### src/hdl/nn_config.svh
`ifndef NN_CONFIG_SVH
`define NN_CONFIG_SVH

// Network dimensions
`define NN_INPUT_SIZE   16
`define NN_HIDDEN_SIZE  8
`define NN_OUTPUT_SIZE  4

// Fixed-point widths
`define NN_DATA_WIDTH   16
`define NN_ACC_WIDTH    24
`define NN_FRAC_BITS    12   // Q4.12 weights and activations

// MAC lanes per cycle
`define NN_LANES        4

`endif

### src/hdl/nn_pkg.sv
`default_nettype none
`include "nn_config.svh"

package nn_pkg;

    typedef logic signed [`NN_DATA_WIDTH-1:0] data_t;
    typedef logic signed [`NN_ACC_WIDTH-1:0]  acc_t;

    typedef logic [$clog2(`NN_INPUT_SIZE)-1:0]  in_idx_t;
    typedef logic [$clog2(`NN_HIDDEN_SIZE)-1:0] hid_idx_t;
    typedef logic [$clog2(`NN_OUTPUT_SIZE)-1:0] out_idx_t;
    typedef logic [$clog2(`NN_OUTPUT_SIZE)-1:0] label_t;

    typedef enum logic [2:0] {
        H_IDLE, H_CLEAR, H_MAC, H_ACCUM, H_BIAS, H_RELU, H_DONE
    } hidden_state_e;

    typedef enum logic [2:0] {
        O_IDLE, O_LOAD_BIAS, O_MAC, O_NEXT_NODE, O_DONE
    } output_state_e;

endpackage

`default_nettype wire

### src/hdl/mac_if.sv
`timescale 1ns/1ps
`default_nettype none
`include "nn_config.svh"

interface mac_if import nn_pkg::*; ();

    data_t                      act [0:`NN_LANES-1];
    data_t                      wgt [0:`NN_LANES-1];
    logic [$clog2(`NN_LANES):0] count;   // Active lanes, 1 to LANES
    acc_t                       sum;     // Same-cycle result

    modport layer (output act, output wgt, output count, input sum);
    modport mac   (input act, input wgt, input count, output sum);

endinterface

`default_nettype wire

### src/hdl/mac_unit.sv
`timescale 1ns/1ps
`default_nettype none
`include "nn_config.svh"

module mac_unit import nn_pkg::*; (
    mac_if.mac mac
);

    logic signed [2*`NN_DATA_WIDTH-1:0] prod     [0:`NN_LANES-1];
    acc_t                               lane_val [0:`NN_LANES-1];

    // Full-width product, then drop the fraction bits
    always_comb begin
        for (int m = 0; m < `NN_LANES; m++) begin
            prod[m] = mac.act[m] * mac.wgt[m];
            if (m < int'(mac.count)) begin
                lane_val[m] = acc_t'(prod[m] >>> `NN_FRAC_BITS);   // Fits easily in 24 bits
            end else begin
                lane_val[m] = '0;
            end
        end
    end

    // Adder tree is left to synthesis
    always_comb begin
        acc_t total;
        total = '0;
        for (int m = 0; m < `NN_LANES; m++) begin
            total = total + lane_val[m];
        end
        mac.sum = total;
    end

endmodule

`default_nettype wire

### src/hdl/hidden_layer.sv
`timescale 1ns/1ps
`default_nettype none
`include "nn_config.svh"

module hidden_layer import nn_pkg::*; (
    input  wire logic  clk,
    input  wire logic  rst_n,
    input  wire logic  i_start,
    input  wire data_t i_data     [0:`NN_INPUT_SIZE-1],
    input  wire data_t i_w1_chunk [0:`NN_LANES-1],
    input  wire data_t i_b1_chunk [0:`NN_LANES-1],
    output logic       o_done,
    output data_t      o_hidden   [0:`NN_HIDDEN_SIZE-1],
    output in_idx_t    o_w1_base_idx,
    output hid_idx_t   o_w1_node_idx,
    output hid_idx_t   o_b1_base_idx
);

    hidden_state_e                    state;
    logic [$clog2(`NN_HIDDEN_SIZE):0] node_cnt;   // Spare top bit for the range check
    hid_idx_t                         node_idx;
    in_idx_t                          base;       // Input index of lane 0
    hid_idx_t                         grp_idx;    // Node group for bias and ReLU
    acc_t                             run_sum;
    acc_t                             acc [0:`NN_HIDDEN_SIZE-1];

    mac_if   u_mac_if ();
    mac_unit u_mac_unit (.mac(u_mac_if));

    assign node_idx      = hid_idx_t'(node_cnt);
    assign o_w1_base_idx = base;
    assign o_w1_node_idx = node_idx;
    assign o_b1_base_idx = grp_idx;
    assign o_done        = (state == H_DONE);

    // ReLU with clamp at the top of the 16-bit range
    function automatic data_t relu_sat(acc_t a);
        data_t max_pos;
        max_pos = {1'b0, {(`NN_DATA_WIDTH-1){1'b1}}};
        if (a < 0) begin
            return '0;
        end
        if (a > acc_t'(max_pos)) begin
            return max_pos;
        end
        return a[`NN_DATA_WIDTH-1:0];
    endfunction

    // Feed the MAC lanes, lanes past the vector end stay idle
    always_comb begin
        int rem;
        rem = `NN_INPUT_SIZE - int'(base);
        if (rem > `NN_LANES) begin
            rem = `NN_LANES;
        end
        u_mac_if.count = rem[$clog2(`NN_LANES):0];
        for (int m = 0; m < `NN_LANES; m++) begin
            u_mac_if.wgt[m] = i_w1_chunk[m];
            if (m < rem) begin
                u_mac_if.act[m] = i_data[int'(base) + m];
            end else begin
                u_mac_if.act[m] = '0;
            end
        end
    end

    always_ff @(posedge clk or negedge rst_n) begin
        if (!rst_n) begin
            state    <= H_IDLE;
            node_cnt <= '0;
            base     <= '0;
            grp_idx  <= '0;
        end else begin
            case (state)
                H_IDLE: begin
                    if (i_start) begin
                        state <= H_CLEAR;
                    end
                end
                H_CLEAR: begin
                    node_cnt <= '0;
                    base     <= '0;
                    state    <= H_MAC;
                end
                H_MAC: begin
                    if (int'(base) + `NN_LANES < `NN_INPUT_SIZE) begin
                        base <= base + in_idx_t'(`NN_LANES);
                    end else begin
                        state <= H_ACCUM;
                    end
                end
                H_ACCUM: begin
                    base <= '0;
                    if (int'(node_cnt) < `NN_HIDDEN_SIZE - 1) begin
                        node_cnt <= node_cnt + 1'b1;
                        state    <= H_MAC;
                    end else begin
                        grp_idx <= '0;
                        state   <= H_BIAS;
                    end
                end
                H_BIAS: begin
                    if (int'(grp_idx) + `NN_LANES < `NN_HIDDEN_SIZE) begin
                        grp_idx <= grp_idx + hid_idx_t'(`NN_LANES);
                    end else begin
                        grp_idx <= '0;
                        state   <= H_RELU;
                    end
                end
                H_RELU: begin
                    if (int'(grp_idx) + `NN_LANES < `NN_HIDDEN_SIZE) begin
                        grp_idx <= grp_idx + hid_idx_t'(`NN_LANES);
                    end else begin
                        state <= H_DONE;
                    end
                end
                H_DONE:  state <= H_IDLE;   // o_done is high here
                default: state <= H_IDLE;
            endcase
        end
    end

    // Datapath registers
    always_ff @(posedge clk) begin
        case (state)
            H_CLEAR: begin
                run_sum <= '0;
                for (int k = 0; k < `NN_HIDDEN_SIZE; k++) begin
                    acc[k] <= '0;
                end
            end
            H_MAC: run_sum <= run_sum + u_mac_if.sum;
            H_ACCUM: begin
                acc[node_idx] <= acc[node_idx] + run_sum;
                run_sum       <= '0;
            end
            H_BIAS: begin
                for (int m = 0; m < `NN_LANES; m++) begin
                    if (int'(grp_idx) + m < `NN_HIDDEN_SIZE) begin
                        acc[int'(grp_idx) + m] <= acc[int'(grp_idx) + m] + acc_t'(i_b1_chunk[m]);
                    end
                end
            end
            H_RELU: begin
                for (int m = 0; m < `NN_LANES; m++) begin
                    if (int'(grp_idx) + m < `NN_HIDDEN_SIZE) begin
                        o_hidden[int'(grp_idx) + m] <= relu_sat(acc[int'(grp_idx) + m]);
                    end
                end
            end
            default: ;
        endcase
    end

    // FSM must leave the MAC phase before the node counter runs off the end
    a_node_range: assert property (@(posedge clk) disable iff (!rst_n)
        (state != H_IDLE) |-> (int'(node_cnt) < `NN_HIDDEN_SIZE))
        else $error("hidden node index out of range");

endmodule

`default_nettype wire

### config.mk
export PLATFORM = sky130hd
export DESIGN_NAME = hidden_layer
export DESIGN_NICKNAME = d
export VERILOG_FILES = /design/src/hdl/nn_pkg.sv /design/src/hdl/mac_if.sv /design/src/hdl/mac_unit.sv /design/src/hdl/hidden_layer.sv
export VERILOG_INCLUDE_DIRS = /design/src /design/src/hdl
export SDC_FILE = /design/constraint.sdc
export NUM_CORES = 2
export LEC_CHECK = 0
export ABC_AREA = 0
export BUFFER_PORTS_ARGS = -buffer_cell sky130_fd_sc_hd__buf_2
export CAP_MARGIN = 10
export CORE_UTILIZATION = 45
export CTS_CLUSTER_DIAMETER = 60
export DETAILED_ROUTE_END_ITERATION = 10
export GPL_ROUTABILITY_DRIVEN = 0
export HOLD_SLACK_MARGIN = 0.03
export PLACE_DENSITY_LB_ADDON = 0.1
export SYNTH_ARGS = -nofsm -noshare
export SYNTH_HDL_FRONTEND = slang
export SYNTH_SLANG_ARGS = --single-unit
### constraint.sdc
create_clock -name clk -period 16 [get_ports clk]
set_input_delay 3.2 -clock clk [delete_from_list [all_inputs] [get_ports clk]]
set_output_delay 3.2 -clock clk [all_outputs]
set_load 0.02 [all_outputs]
---- Word level (Yosys, flattened, before mapping) ----
Memory sizes are Yosys's and may differ from the RTL's.
Cells that the tools add are included.
W data, S select, Z words.
word-level totals
  bits in registers ....................... 166
  memories kept ........................... 1
  bits in writable memories ............... 192
  output and inout bits ................... 139
  input port bits ......................... 387
memory list
  memory  depth  width  rd ports  clocked after memory_dff  wr ports  line                source
  acc     8      24     5         0                         8         hidden_layer.sv:25  acc_t acc [0:`NN_HIDDEN_SIZE-1];
cells by class
  bitwise gates (word level) .............. 8
  mux-type cells .......................... 138
  equality and inequality tests ........... 14
  reduce and logical (&&, ||, !) cells .... 18
  magnitude comparators ................... 36
  multiply operators ...................... 4
  add/sub/neg operators ................... 21
operators by type and width
  kind                    number
  $mux W128               7
  $mux W16                40
  $bwmux W128             4
  $bmux W16 S4            4
  $mux W24                9
  $demux W16 S3           4
  $ge A32 B4 Y1 const B   4
  $ge A32 B5 Y1 const B   4
  $lt A32 B1 Y1 const B   4
  $mul A16 B16 Y32        4
  $not A4 Y32             4
  $add A24 B24 Y24        5
  $reduce_or A24 Y1       5
  $add A24 B16 Y24        4
  $gt A24 B16 Y1 const B  4
  $lt A24 B1 Y1 const B   4
  $lt A32 B5 Y1 const B   3
  $not A5 Y32             3
  $lt A3 B32 Y1 const A   2
  $mux W1                 49
  $pmux W24 S2            1
  $mux W3                 13
  $lt A1 B32 Y1 const A   1
  $lt A2 B32 Y1 const A   1
  35 further kinds        56

---- Logic depth before layout (Yosys ltp) ----
An unclocked memory read counts as a cell.
  depth in word-level cells ............... 23
  mapped depth ............................ 55
  depth with buffers taken out ............ 47

---- By module ----
From an unflattened synthesis, not the netlist that was laid out.
second synthesis, totals
  cells, all modules ...................... 6672
  area, all modules ....................... 64989.8 sq um
modules (own cells, without submodules)
  module        area an instance (sq um)  cells each  times used
  mac_unit      39664.3                   4377        1
  hidden_layer  25325.5                   2295        1

---- Worst setup path before layout ----
No wires, ideal clock.
  path kind ............................... input to register
  start point ............................. in i_data[15] (netlist name)
  end point ............................... reg run_sum[23] (data pin)
  stages .................................. 44
  data arrival time ....................... 12928 ps
  slack ................................... 2806 ps
  required time ........................... 15734 ps
  setup time .............................. 266 ps
  cells stage by stage .................... mux4_2 and2_1 clkbuf_1 nand2_1 inv_1 fa_1 inv_1 fa_1 fa_1 inv_1 fa_1 fa_1 inv_1 fa_1 inv_1 ha_1 and3_1 a211o_1 [... 8 more ...] fa_1 inv_1 fa_1 inv_1 fa_1 inv_1 ha_1 o21ai_0 nand2b_1 and3_1 a21oi_1 o311a_1 a211oi_1 a211o_1 a21o_1 a21oi_1 xnor2_1 nor2_1
between the ends
  cells in the longest elaborated chain, start to end .. 11
RTL lines
  item                                         line                 source
  start, declared                              hidden_layer.sv:9    input wire data_t i_data [0:`NN_INPUT_SIZE-1],
  $bmux W16 S4                                 hidden_layer.sv:60   u_mac_if.act[m] = i_data[int'(base) + m];
  $mux W16 (not written as such) (2 in a row)  hidden_layer.sv:60
  $mux W16                                     hidden_layer.sv:59   if (m < rem) begin
  $mul A16 B16 Y32                             mac_unit.sv:15       prod[m] = mac.act[m] * mac.wgt[m];
  $mux W24                                     mac_unit.sv:16       if (m < int'(mac.count)) begin
  $add A24 B24 Y24 (2 in a row)                mac_unit.sv:29       total = total + lane_val[m];
  $add A24 B24 Y24 (*)                         mac_unit.sv:29
  $add A24 B24 Y24 (*)                         hidden_layer.sv:132  H_MAC: run_sum <= run_sum + u_mac_if.sum;
  $pmux W24 S2 (*)                             hidden_layer.sv:125  case (state)
  end signal, assigned                         hidden_layer.sv:132
  end, declared                                hidden_layer.sv:24   acc_t run_sum;
Mark *: on every way between the ends. The rest lies on a longest branch, timed or not. The select of a mux whose other input is x is not followed.
A chain may end at the register's enable or synchronous reset.

---- Worst setup path after layout ----
Same ends and word-level chain as after synthesis.

==> out/metrics.csv <==
metric,value,unit
status,completed,
port bufs,521,
Tot GR Track Use,0.275,
Post-CTS Setup Repair Bufs,0,
clk buf depth,3,
CTS tree,yes,
Slew HR,0.157,
Post-CTS Hold Buffers,0,
area grow syn2layout,8.51,%
Worst Hold Class,register to register,
die height,379,um
post-route ant nets,0,
register area share after synthesis,0.165,
1st-pass router iterations,6,
Crit-path slowest cell,fa_1,
starting density of the core,0.453,
peak-usage layer in the global routing report,met2,
Syn Inst Count,6528,
nets,8775,
CP max FO,15,
crit path from,i_data[15],
CP Capture Type,register,
post-cts sizing count,0,
#FFs+latches synth,354,
wire length per cell,22.3,um
Post-synth EDFFs,344,
CTS Root Buffer Type,clkbuf_16,
critical path class,primary input to register,
CP peak stage delay,530,ps
pin count of the biggest net entering global routing,208,
Boundary Pins,526,
width of the die,379,um
met3 capacity usage during global routing,0.0297,
setup TNS,0,ps
first-pass GRT wire length,300,mm
Netlist cell types,82,
die area,144000,sq um
Vias,48000,
clk slew on worst S/H paths,60,ps
vias in the first global route,49700,
"Min Clock Period, post-route",13730,ps
Critical Path RT,16330,ps
initial drt markers,3569,
clock latency on the worst-skew pair,600,ps
Worst R2R Setup Slack,2620,ps
grt total ovfl,0,
actual slew at the worst max-slew pin,1260,ps
CTS sink cnt,354,
Worst Path Arrival,14060,ps
"Slew Viols, Final",0,
core area,141000,sq um
CTS H-Tree Depth,2,
Mean Syn Cell Area,9.80,sq um
GR Util met1,0.367,
Synth Warn #,0,
final hold vios,0,
proportion of layout cells with a drive suffix above 1,0.129,
Post-synth ARST share,0.0282,
WL final,195,mm
Setup Skew,20.8,ps
r2r startpoint,o_w1_base_idx[2],
RSZ-0062 raised after global routing,false,
GRT met2 Usage,0.468,
DP HPWL,159,mm
final setup vio count,0,
cell area after synthesis,64000,sq um
routed vias/inst,5.49,
hold_sp,node_cnt[3],
Worst setup SP type,primary input,
initial antenna violation count,14,
Fmax,0.0728,GHz
main flop type after synthesis,edfxtp_1,
Max-cap violations,0,
Layout Utilization,0.492,
fill cell instance count of the final layout,13500,
DRC errors left,0,
CTS buffer count,42,
FP Rows,138,
Final Cycle Share,0.858,
worst paths after layout:
check                                         to  cells after the start
min in group asynchronous            node_cnt[1]                      1
worst min register to register       node_cnt[3]                      2
worst min-delay path                 node_cnt[3]                      2
worst max-delay path                 run_sum[23]                     44
max in group asynchronous       o_w1_base_idx[3]                      1
worst max register to register       run_sum[23]                     46
area by class of cell:
cell class	count	area, sq um	area share
diodes	10	25.0	0.000360
clock buffers	48	1090	0.0158
clock inverters	24	216	0.00312
inverters	1306	4900	0.0706
multi-input cells	4555	47400	0.682
flip-flops and latches	354	10600	0.153
well taps	1890	2360	0.0341
repair buffers	552	2870	0.0413
registers in the layout, summed over array words and instances (netlist names), named ones only:
register	count
acc	192
o_w1_base_idx	2
o_b1_base_idx	1
node_cnt	4
state	3
run_sum	24
o_hidden	112
critical path, delay by kind of cell:
family                     cells  cell delay [ps]
adders and majority gates     11             5200
AOI/OAI and AO/OA             13             2880
and+or+nand+nor                7             1300
buffers and inverters         10              610
muxes                          1              520
xor gates and xnor gates       2              310
placed cells by master (no fill, tap or decap), types with 74 or more instances in the layout:
| master | Yosys | final |
|---|---|---|
| a21oi_1 | 161 | 160 |
| o22ai_1 | 159 | 159 |
| xnor2_1 | 149 | 149 |
| ha_1 | 460 | 460 |
| mux2_2 | 117 | 117 |
| inv_1 | 1305 | 1305 |
| edfxtp_1 | 344 | 344 |
| nor2_1 | 290 | 288 |
| o21ai_0 | 149 | 147 |
| and2_1 | 80 | 79 |
| xor2_1 | 89 | 89 |
| and3_1 | 458 | 458 |
| a21o_1 | 74 | 74 |
| mux4_2 | 111 | 111 |
| fa_1 | 1117 | 1117 |
| buf_2 | 3 | 521 |
| nand2_1 | 706 | 701 |
cells in the mapped netlist, types with 15 or more instances:
master,count,area (sq um)
a22o_1,22,193
nand2_1,706,2650
fa_1,1117,22400
buf_1,22,82.6
clkbuf_1,283,1060
ha_1,460,5760
nor3_1,38,190
inv_1,1305,4900
o21bai_1,27,203
nor2b_1,29,181
xor2_1,89,780
nand3_1,36,180
mux4_2,111,2500
nand2b_1,73,457
edfxtp_1,344,10300
xnor2_1,149,1310
o22ai_1,159,995
mux2_2,117,1320
and2_1,80,500
nor2_1,290,1090
a21o_1,74,556
a21oi_1,161,806
or3_1,15,93.8
and3_1,458,2870
o21ai_0,149,746
cells by family after synthesis:
group                    synth area share
AND/OR/NAND/NOR                     0.136
flip-flops                          0.165
AO/OA/AOI/OAI                      0.0691
XOR/XNOR                           0.0326
buffers and inverters              0.0959
other                           0.0000586
adder cells (fa/ha/maj)             0.439
multiplexers                       0.0619
stage by stage:
step / hold WS (ps) / instance area, sq um / setup slack, ps / instances
global route: 566 / 69400 / 1720 / 8736
finish: 504 / 69400 / 2270 / 8739
detailed placement: 502 / 68100 / 1770 / 8657
CTS: 515 / 69400 / 2380 / 8729
global placement: 488 / 68100 / 1870 / 8657
floorplan: 466 / 64000 / 2810 / 6532
layer usage:
layer | wire length (um) | share of wire
met3 | 11400 | 0.058
met4 | 6170 | 0.032
met1 | 81100 | 0.42
met2 | 96400 | 0.49
met5 | 70 | 0.00036
Power is left out: the tool's default activity adds up to more than one toggle a clock period on the data nets, which glitch-free logic cannot reach.
